**src/common/exec_pkg.sv**
```systemverilog
// Execution unit shared definitions
// Widths, opcode encoding and the packed structs passed between
// the issue stage, the multiply-add pipeline, the load/store unit
// and the write-back port

package exec_pkg;

	localparam int DATA_W  = 32;	// Operand and result width
	localparam int IDX_W   = 5;	// Register file index
	localparam int ISSUE_W = 6;	// Issue number, wraps around

	typedef logic [DATA_W-1:0]  data_t;
	typedef logic [IDX_W-1:0]   index_t;
	typedef logic [ISSUE_W-1:0] issue_no_t;

	//////////////////////////////////////////////////
	// Opcodes
	typedef enum logic [2:0] {
		op_madd  = 3'd0,	// a * b + c
		op_mul   = 3'd1,	// a * b
		op_add   = 3'd2,	// a + b
		op_load  = 3'd3,	// Address a + b
		op_store = 3'd4	// Address a + b, data c
	} exec_op_e;

	//////////////////////////////////////////////////
	// Command from the issue stage, 110 bits
	typedef struct packed {
		exec_op_e  op;
		index_t    dst;
		issue_no_t issue_no;
		data_t     src1;
		data_t     src2;
		data_t     src3;
	} exec_cmd_t;

	// Write-back entry, 43 bits
	typedef struct packed {
		index_t    dst;
		data_t     data;
		issue_no_t issue_no;
	} wb_t;

	// Memory port request, 65 bits
	typedef struct packed {
		logic  we;	// Store when set
		data_t addr;
		data_t wdata;
	} mem_req_t;

endpackage

```
**src/exec_unit/exec_unit.sv**
```systemverilog
`timescale 1ns/1ps
// Execution unit of a vector lane
// Decodes issued commands into the multiply-add pipeline or the
// load/store unit and merges both result streams into one
// age-ordered write-back port

module exec_unit #(
	parameter int MAC_DEPTH = 4
)(
	input  logic                clock,
	input  logic                rst_n,
	input  logic                req,	// One-cycle issue strobe
	input  exec_pkg::exec_cmd_t cmd,
	input  exec_pkg::issue_no_t cur_issue_no,	// Newest issued command
	input  logic                mem_grant,
	input  logic                mem_end,
	input  exec_pkg::data_t     mem_rdata,
	output logic                busy,
	output logic                mem_req,
	output exec_pkg::mem_req_t  mem,
	output logic                wb_valid,
	output exec_pkg::wb_t       wb,
	output logic                ls_done
);

	import exec_pkg::*;

	logic accept;
	logic is_arith;
	logic is_mem;
	logic mac_req;
	logic ls_req;
	logic frozen;
	logic ls_busy;
	logic mac_valid;
	logic mac_ack;
	wb_t  mac_wb;
	logic ls_valid;
	logic ls_ack;
	wb_t  ls_wb;

	//////////////////////////////////////////////////
	// Request decode
	assign is_arith = (cmd.op == op_madd) | (cmd.op == op_mul) | (cmd.op == op_add);
	assign is_mem   = (cmd.op == op_load) | (cmd.op == op_store);

	assign busy    = frozen | ls_busy;	// Requests dropped while high
	assign accept  = req & ~busy;
	assign mac_req = accept & is_arith;
	assign ls_req  = accept & is_mem;

	//////////////////////////////////////////////////
	// Datapath blocks
	mac_pipe #(
		.MAC_DEPTH (MAC_DEPTH)
	) u_mac_pipe (
		.clock     (clock),
		.rst_n     (rst_n),
		.mac_req   (mac_req),
		.cmd       (cmd),
		.mac_ack   (mac_ack),
		.mac_valid (mac_valid),
		.mac_wb    (mac_wb),
		.frozen    (frozen)
	);

	ldst_unit u_ldst_unit (
		.clock     (clock),
		.rst_n     (rst_n),
		.ls_req    (ls_req),
		.cmd       (cmd),
		.mem_grant (mem_grant),
		.mem_end   (mem_end),
		.mem_rdata (mem_rdata),
		.ls_ack    (ls_ack),
		.ls_busy   (ls_busy),
		.mem_req   (mem_req),
		.mem       (mem),
		.ls_valid  (ls_valid),
		.ls_wb     (ls_wb),
		.ls_done   (ls_done)
	);

	wb_select u_wb_select (
		.cur_issue_no (cur_issue_no),
		.mac_valid    (mac_valid),
		.mac_wb       (mac_wb),
		.ls_valid     (ls_valid),
		.ls_wb        (ls_wb),
		.mac_ack      (mac_ack),
		.ls_ack       (ls_ack),
		.wb_valid     (wb_valid),
		.wb           (wb)
	);

endmodule

```
**src/exec_unit/ldst_unit.sv**
```systemverilog
`timescale 1ns/1ps
// Load/store sequencer
// Runs one memory access at a time: latches the command, holds
// the request until granted, waits for the end strobe and then
// either completes a store or offers the loaded word for write-back

module ldst_unit (
	input  logic                clock,
	input  logic                rst_n,
	input  logic                ls_req,	// Accepted load or store
	input  exec_pkg::exec_cmd_t cmd,
	input  logic                mem_grant,
	input  logic                mem_end,	// Access finished
	input  exec_pkg::data_t     mem_rdata,	// Valid with mem_end
	input  logic                ls_ack,	// Write-back taken
	output logic                ls_busy,
	output logic                mem_req,
	output exec_pkg::mem_req_t  mem,
	output logic                ls_valid,
	output exec_pkg::wb_t       ls_wb,
	output logic                ls_done
);

	import exec_pkg::*;

	typedef enum logic [1:0] {
		idle     = 2'd0,
		request  = 2'd1,	// Waiting for grant
		wait_end = 2'd2,	// Access in progress
		hold_wb  = 2'd3	// Load data waiting for write-back
	} ls_state_e;

	ls_state_e state;
	ls_state_e state_nxt;
	mem_req_t  req_q;
	wb_t       wb_q;
	logic      store_end;
	logic      load_end;

	//////////////////////////////////////////////////
	// State register
	always_ff @(posedge clock or negedge rst_n) begin
		if (!rst_n) begin
			state <= idle;
		end else begin
			state <= state_nxt;
		end
	end

	always_comb begin
		state_nxt = state;
		case (state)
			idle: begin
				if (ls_req) begin
					state_nxt = request;
				end
			end
			request: begin
				if (mem_grant) begin
					state_nxt = wait_end;
				end
			end
			wait_end: begin
				if (mem_end) begin
					state_nxt = req_q.we ? idle : hold_wb;	// Stores finish here
				end
			end
			hold_wb: begin
				if (ls_ack) begin
					state_nxt = idle;
				end
			end
			default: state_nxt = idle;
		endcase
	end

	//////////////////////////////////////////////////
	// Command and data capture
	always_ff @(posedge clock) begin
		if (state == idle && ls_req) begin
			req_q.we       <= (cmd.op == op_store);
			req_q.addr     <= cmd.src1 + cmd.src2;	// Effective address
			req_q.wdata    <= cmd.src3;
			wb_q.dst       <= cmd.dst;
			wb_q.issue_no  <= cmd.issue_no;
		end
		if (load_end) begin
			wb_q.data <= mem_rdata;
		end
	end

	assign store_end = (state == wait_end) & mem_end & req_q.we;
	assign load_end  = (state == wait_end) & mem_end & ~req_q.we;

	//////////////////////////////////////////////////
	// Outputs
	assign ls_busy  = (state != idle);
	assign mem_req  = (state == request);
	assign mem      = req_q;
	assign ls_valid = (state == hold_wb);
	assign ls_wb    = wb_q;

	// Store ends on mem_end, load on its write-back
	assign ls_done = store_end | (ls_valid & ls_ack);

endmodule

```
**src/exec_unit/mac_pipe.sv**
```systemverilog
`timescale 1ns/1ps
// Multiply-add pipeline
// Stage one forms a*b or a+b, stage two adds src3 for madd and
// the remaining stages only delay the result. The whole pipe
// holds while its last stage has an unacknowledged result

module mac_pipe #(
	parameter int MAC_DEPTH = 4	// Two or more
)(
	input  logic                clock,
	input  logic                rst_n,
	input  logic                mac_req,	// Accepted arithmetic command
	input  exec_pkg::exec_cmd_t cmd,
	input  logic                mac_ack,	// Result taken this cycle
	output logic                mac_valid,
	output exec_pkg::wb_t       mac_wb,
	output logic                frozen
);

	import exec_pkg::*;

	logic [MAC_DEPTH-1:0] stg_valid;
	wb_t                  stg [MAC_DEPTH];
	logic                 advance;
	data_t                s1_result;
	data_t                s1_addend;	// src3 carried to stage two
	logic                 s1_madd;
	data_t                s2_term;

	// Move only if the output slot is empty or being drained
	assign advance = ~stg_valid[MAC_DEPTH-1] | mac_ack;
	assign frozen  = stg_valid[MAC_DEPTH-1] & ~mac_ack;

	assign mac_valid = stg_valid[MAC_DEPTH-1];
	assign mac_wb    = stg[MAC_DEPTH-1];

	//////////////////////////////////////////////////
	// Stage one arithmetic
	always_comb begin
		if (cmd.op == op_add) begin
			s1_result = cmd.src1 + cmd.src2;
		end else begin
			s1_result = cmd.src1 * cmd.src2;	// Low half of product
		end
	end

	assign s2_term = s1_madd ? s1_addend : data_t'(0);

	//////////////////////////////////////////////////
	// Valid chain
	always_ff @(posedge clock or negedge rst_n) begin
		if (!rst_n) begin
			stg_valid <= '0;
		end else if (advance) begin
			stg_valid <= {stg_valid[MAC_DEPTH-2:0], mac_req};
		end
	end

	//////////////////////////////////////////////////
	// Payload stages
	always_ff @(posedge clock) begin
		if (advance) begin
			stg[0].dst      <= cmd.dst;
			stg[0].issue_no <= cmd.issue_no;
			stg[0].data     <= s1_result;
			s1_addend       <= cmd.src3;
			s1_madd         <= (cmd.op == op_madd);

			stg[1].dst      <= stg[0].dst;
			stg[1].issue_no <= stg[0].issue_no;
			stg[1].data     <= stg[0].data + s2_term;	// Accumulate for madd

			// Plain delay beyond stage two
			for (int k = 2; k < MAC_DEPTH; k++) begin
				stg[k] <= stg[k-1];
			end
		end
	end

endmodule

```
**src/exec_unit/wb_select.sv**
```systemverilog
`timescale 1ns/1ps
// Write-back selector
// Compares the wrapping ages of the two pending results and
// passes the older one to the write-back port. Ties go to the
// load/store side, the loser keeps its offer

module wb_select (
	input  exec_pkg::issue_no_t cur_issue_no,
	input  logic                mac_valid,
	input  exec_pkg::wb_t       mac_wb,
	input  logic                ls_valid,
	input  exec_pkg::wb_t       ls_wb,
	output logic                mac_ack,
	output logic                ls_ack,
	output logic                wb_valid,
	output exec_pkg::wb_t       wb
);

	import exec_pkg::*;

	issue_no_t age_mac;
	issue_no_t age_ls;
	logic      ls_older;
	logic      pick_ls;

	//////////////////////////////////////////////////
	// Age compare
	// Distance back from the newest issue number, modulo 2**ISSUE_W
	assign age_mac  = cur_issue_no - mac_wb.issue_no;
	assign age_ls   = cur_issue_no - ls_wb.issue_no;
	assign ls_older = (age_ls >= age_mac);	// Tie favours load/store

	assign pick_ls = ls_valid & (~mac_valid | ls_older);

	//////////////////////////////////////////////////
	// Grant and mux
	assign ls_ack   = pick_ls;
	assign mac_ack  = mac_valid & ~pick_ls;
	assign wb_valid = mac_valid | ls_valid;
	assign wb       = pick_ls ? ls_wb : mac_wb;

endmodule

```
**config.mk**
```make
export PLATFORM = sky130hd
export DESIGN_NAME = exec_unit
export DESIGN_NICKNAME = d
export VERILOG_FILES = /design/src/common/exec_pkg.sv /design/src/exec_unit/exec_unit.sv /design/src/exec_unit/ldst_unit.sv /design/src/exec_unit/mac_pipe.sv /design/src/exec_unit/wb_select.sv
export SDC_FILE = /design/constraint.sdc
export NUM_CORES = 2
export LEC_CHECK = 0
export BUFFER_PORTS_ARGS = -buffer_cell sky130_fd_sc_hd__buf_4
export CORE_AREA = 2 2 235 237
export DETAILED_ROUTE_END_ITERATION = 7
export DIE_AREA = 0 0 237 239
export GPL_TIMING_DRIVEN = 1
export PLACE_DENSITY = 0.78
export SLEW_MARGIN = 20
export SYNTH_ARGS = -nofsm -noshare
export SYNTH_HDL_FRONTEND = slang
export SYNTH_SLANG_ARGS = --single-unit
```
**constraint.sdc**
```tcl
create_clock -name clock -period 8.7 [get_ports clock]
set_input_delay 0.435 -clock clock [delete_from_list [all_inputs] [get_ports clock]]
set_output_delay 0.435 -clock clock [all_outputs]
set_load 0.02 [all_outputs]
```
* Word-level counts from Yosys, hierarchy flattened
Memories as Yosys holds them, arrays and structs flattened.
Cells that the tools add are included.
** Word-level totals
- Register bits after elaboration :: 147
- Memory bits (writable) :: 172
- Bits of input ports :: 153
- Output and inout port bits :: 112
- Word-level logic and storage cells :: 67
- Memories :: 1
** Memory list
- u_mac_pipe.stg :: depth 4, width 43, rd ports 4, clocked after memory_dff 0, write ports 4, line mac_pipe.sv:23 : wb_t stg [MAC_DEPTH];
** Operators by class
- Add/sub/neg operators :: 4
- Multipliers :: 1
- $lt $le $gt $ge :: 1
- Eq/ne operators :: 11
- Mux-type cells :: 11
- Bitwise logic cells :: 23
- Reduce and logical (&&, ||, !) cells :: 5
** Operators with widths (count)
- 32-bit adder :: 2
- 32-bit two-way mux :: 2
- 43-bit two-way mux :: 1
- 32-bit by 32-bit multiplier with 32-bit output :: 1
- 6-bit subtractor :: 2
- 1-bit bitwise AND :: 10
- 2-bit two-way mux :: 5
- 1-bit OR :: 8
- 2-bit case mux with 4 select lines :: 1
- 3-bit by 2-bit equality test with 1-bit output (second input constant) :: 2
- 6-bit >= comparator :: 1
- 1-bit inverter :: 5
- 2-bit equality test (second input constant) :: 2
- 2-bit by 1-bit != test with 1-bit output (second input constant) :: 2
- 2-bit != test (second input constant) :: 2
- 4-bit AND reduction :: 1
- 3-bit by 1-bit equality test with 1-bit output (second input constant) :: 1
- 3-bit equality test (second input constant) :: 1
- 3-bit zero test :: 1
- 2-bit by 1-bit equality test with 1-bit output (second input constant) :: 1
- 2-bit zero test :: 1
- 1-bit two-way mux :: 2
- 2-bit nonzero test :: 1
- 1-bit logical AND :: 1

* Logic depth before layout (Yosys ltp)
An unclocked memory read counts as a cell.
- Word-level depth :: 15
- Depth in mapped cells :: 27
- Gate-level depth less buffers :: 25

* By module
A second synthesis with hierarchy kept.
** Unflattened totals
- Cells, all modules :: 2916
- Area, all modules :: 31689.1 µm²
** By module, submodules not included
- mac_pipe :: instances 1, cells each 2419, area each 25355.6 µm², sequential area each 6256.0 µm²
- ldst_unit :: instances 1, cells each 367, area each 5137.4 µm², sequential area each 3293.2 µm²
- wb_select :: instances 1, cells each 124, area each 1147.4 µm², sequential area each 0.0 µm²
- exec_unit :: instances 1, cells each 6, area each 48.8 µm², sequential area each 0.0 µm²

* Least setup slack after synthesis
Ideal clock, no wire load.
- Path kind :: input port to flip-flop
- Start point :: in cur_issue_no[0]
- End point :: reg u_mac_pipe.stg_valid[1]
- Setup time :: 0.088 ns
- Arrival :: 7.759 ns
- Data required time :: 8.612 ns
- Path slack :: 0.853 ns
- Cell stages on the path :: 15
- Buffers on the path :: 1
- Cells stage by stage :: inv_1 > ha_1 > inv_1 > fa_1 > inv_1 > ha_1 > a21o_1 > a21o_1 > a21o_1 > a21o_1 > a21oi_1 > nor2_1 > buf_1 > nand2_1 > mux2_2
** On the way
- Word-level cells in the longest chain between the ends :: 7
- Elaborated cells on any way between the ends :: 8
- Classes of those cells :: add/sub (2); order compare (1); bitwise (5)
** Ends and longest elaborated chain
- from (decl) :: line exec_unit.sv:14 : input exec_pkg::issue_no_t cur_issue_no,
- 6-bit subtractor (on tied branches) :: line wb_select.sv:30, wb_select.sv:29
- 6-bit >= comparator * :: line wb_select.sv:31 : assign ls_older = (age_ls >= age_mac);
- 1-bit OR * :: line wb_select.sv:33 : assign pick_ls = ls_valid & (~mac_valid | ls_older);
- 1-bit bitwise AND * :: line wb_select.sv:33
- 1-bit inverter * :: line wb_select.sv:38 : assign mac_ack = mac_valid & ~pick_ls;
- 1-bit bitwise AND * :: line wb_select.sv:38
- 1-bit OR * :: line mac_pipe.sv:31 : assign advance = ~stg_valid[MAC_DEPTH-1] | mac_ack;
- named net u_mac_pipe.advance :: line mac_pipe.sv:24 : logic advance;
- to (signal assigned) :: line mac_pipe.sv:55 : stg_valid <= {stg_valid[MAC_DEPTH-2:0], mac_req};
- to (decl) :: line mac_pipe.sv:22 : logic [MAC_DEPTH-1:0] stg_valid;
The timed path passes the listed nets; every way through them passes the cells marked *.
A chain may end at the register's enable or synchronous reset.

==> flow_summary.json <==
{
  "status": "completed",
  "cp_data_arrival_time_ns": 7.67,
  "critical_path.max_stage_delay_ns": 0.56,
  "final_common_cell": "inv_1",
  "crit_chain": "buf_4 > and2_1 > fa_1 > inv_1 > fa_1 > fa_1 > fa_1 > inv_1 > fa_1 > inv_1 > fa_1 > inv_1 > fa_1 > fa_1 > ha_1 > a211oi_1 > nor2_1 > or4_1 > a31oi_1 > a31oi_1 > a31oi_1 > o21ai_1 > xnor2_1 > mux2_1",
  "num_vias": 20400,
  "crit_fanout": 30,
  "clk_latency_ns": 0.54,
  "cts_tree": "yes",
  "drtIter0Drc": 1600,
  "synthCells": 2709,
  "cap_violations": 0,
  "drc": 0,
  "coreArea_mm2": 0.0543,
  "fillers": 4338,
  "path_clk_slew_ns": 0.07,
  "slowest_stage": "fa_1",
  "antenna_found_initial": 0,
  "required_ns": 8.99,
  "cts_setup_buffers": 0,
  "critPathLaunchType": "primary input",
  "overflow": 0,
  "setup_viol": 0,
  "place.detailed.hpwl_mm": 61.1,
  "ant_nets": 0,
  "slew_headroom_pct": 29.3,
  "grt_pass1_wl_mm": 123,
  "initial_core_util_pct": 55.2,
  "die_w_um": 237,
  "multi_input_area_mm2": 0.0185,
  "cp-end-kind": "flop",
  "worstHoldStart": "mem_rdata[21]",
  "worstHoldPathType": "in -> reg",
  "syn-cell-area_mm2": 0.0300,
  "clock_skew_ns": 0.0102,
  "reg2reg_depth": 13,
  "r2r-end": "u_mac_pipe.stg_valid[2]$_DFFE_PN0P_",
  "synth-edff-count": 313,
  "mostFrequentLayoutCells": "421 x inv_1, 412 x fa_1, 331 x and2_1, 313 x edfxtp_1, 290 x nand2_1",
  "ff_latch_area_mm2": 0.00955,
  "final.setup.tns_ns": 0,
  "worst_hold_path.num_cells": 1,
  "ys.flop_type": "edfxtp_1",
  "startpoint": "cmd[34]",
  "firstDrtPassIters": 6,
  "syn_avg_cell_area_um2": 11.1,
  "slew_viol_final": 0,
  "rsz0062_at_grt": "no",
  "async_flop_share_pct": 1.88,
  "final.min_clock_period_ns": 7.39,
  "synth.distinct_cells": 71,
  "ys_warn_count": 0,
  "clk_path_buf_depth": 3,
  "pin_count": 265,
  "r2r-start": "u_ldst_unit.ls_wb[0]$_DFFE_PP_",
  "numCtsBuffers": 27,
  "portBuffers": 264,
  "synth_top_area_share_pct": 31.3,
  "critPathKind": "in -> reg",
  "num_rows": 86,
  "routed_via_density": 5.62,
  "nets": 3678,
  "clkSinkCount": 319,
  "synth_seq_area_share_pct": 31.8,
  "fmax_mhz": 135,
  "grt_start_max_net_pins": 139,
  "synth_seq_cells": 319,
  "fp.dieH_um": 239,
  "worstMarginPinSlew_ns": 1.06,
  "gp_congestion": 0.948,
  "fin_crit_sh_pct": 84.9,
  "path_common_cell": "fa_1",
  "wl_per_cell_um": 21.6,
  "hold_end": "u_ldst_unit.ls_wb[27]$_DFFE_PP_",
  "drt-total-wl_mm": 78.6,
  "htree_num_levels": 1,
  "grt_pass1_vias": 22100,
  "die_area_mm2": 0.0566,
  "synthTopCellsByArea": "edfxtp_1 31%, fa_1 28%, ha_1 8.4%",
  "drive_above_1_share_pct": 13.2,
  "clockRootBuffer": "clkbuf_16",
  "ff2ff_setup_slack_ns": 4.14,
  "syn_to_final_growth_pct": 11.7,
  "gr-usage-all-layers_pct": 28.2,
  "synth_top_cell_by_area": "edfxtp_1",
  "synth_nets": 3475,
  "final-hold-violation-count": 0
}
[layer usage]
| layer | wire, um | track usage (%) | share of wire [%] |
|---|---|---|---|
| met3 | 5880 | 3.87 | 7.5 |
| met2 | 38800 | 48.9 | 49 |
| met1 | 31500 | 37.1 | 40 |
| met4 | 2400 | 8.59 | 3.0 |
| met5 | 0 | 0 | 0 |
[flip-flops by register name, indices dropped and copies added, names as in the netlist]
signal	flops
u_ldst_unit.state	2
u_ldst_unit.ls_wb	43
u_mac_pipe.s1_addend	32
u_mac_pipe.stg	172
u_mac_pipe.s1_madd	1
u_mac_pipe.stg_valid	4
u_ldst_unit.mem	65
[worst max path at each step]
stage	endpoint	slack, ns	depth (start not counted)
floorplan	u_mac_pipe.stg_valid[1]$_DFFE_PN0P_	0.85	15
global placement	u_mac_pipe.stg[0][37]$_DFFE_PP_	1.01	24
detailed placement	u_mac_pipe.stg[0][37]$_DFFE_PP_	0.85	24
CTS	u_mac_pipe.stg[0][37]$_DFFE_PP_	1.44	24
global route	u_mac_pipe.stg[0][37]$_DFFE_PP_	1.14	24
finish	u_mac_pipe.stg[0][37]$_DFFE_PP_	1.31	24
[kinds of logic (layout without fill, tap and decap cells)]
kind of cell	after synthesis	in the layout	share of synthesized area [%]
compound gates	284	284	6.33
xor+xnor	146	146	4.26
fa+ha+maj	613	613	35.9
buf+inv	520	744	6.52
flops	319	319	31.8
mux	51	51	1.90
other cells	0	2	0
simple gates	776	776	13.3
[area by class of cell]
class                      count  area share [%]
tap                          704            2.63
inverter                     421            4.72
antenna                        2          0.0149
sequential                   319            28.5
multi-input combinational   1870            55.3
timing repair buffer         273            6.20
clock inverter                22           0.612
clock buffer                  28            2.03
[worst max-delay path: cells and delay by family]
family	cells	cell delay [ns]
adder cells (fa/ha/maj)	9	4.40
AO/OA/AOI/OAI	5	1.14
AND/OR/NAND/NOR	3	0.79
buffers and inverters	5	0.46
multiplexers	1	0.32
XOR/XNOR	1	0.14
[metrics by stage]
step	worst slack (ns)	area [um^2]	std cells	util (%)	hold slack, ns
2_1_floorplan	0.853	30000	2709	-	0.139
3_3_place_gp	1.01	32600	3585	60.0	0.245
3_5_place_dp	0.854	32600	3585	60.0	0.246
4_1_cts	1.44	33500	3636	61.6	0.0429
5_1_grt	1.14	33500	3637	61.6	0.0478
6_report	1.31	33500	3639	61.7	0.0657
[synth_stat cells (all sizes together), types with 3 or more instances]
cell       n
edfxtp   313
or3        8
nand4      6
o21bai    10
xor2      47
nor2b     13
o211ai     8
nor3      16
o2111ai    3
mux2      48
nor2      56
and2     331
clkbuf    95
xnor2     99
a31oi      9
and3      13
mux2i      3
a31o       3
buf        4
a211oi    16
inv      421
fa       412
ha       201
a221oi     4
o21ai     70
dfrtp      6
o21a      17
a2111oi    6
nand3     15
a211o      3
a21o      42
o31ai      3
a21oi     74
nand2    291
nand2b    15
[what timing repair did]
| item | CTS | global route |
|---|---|---|
| resized for setup | 0 | 0 |
| hold buffers | 1 | 0 |
| endpoints found under the hold margin | 6 | 0 |
Power is left out: the tool's default activity adds up to more than one toggle a clock period on the data nets, which glitch-free logic cannot reach.
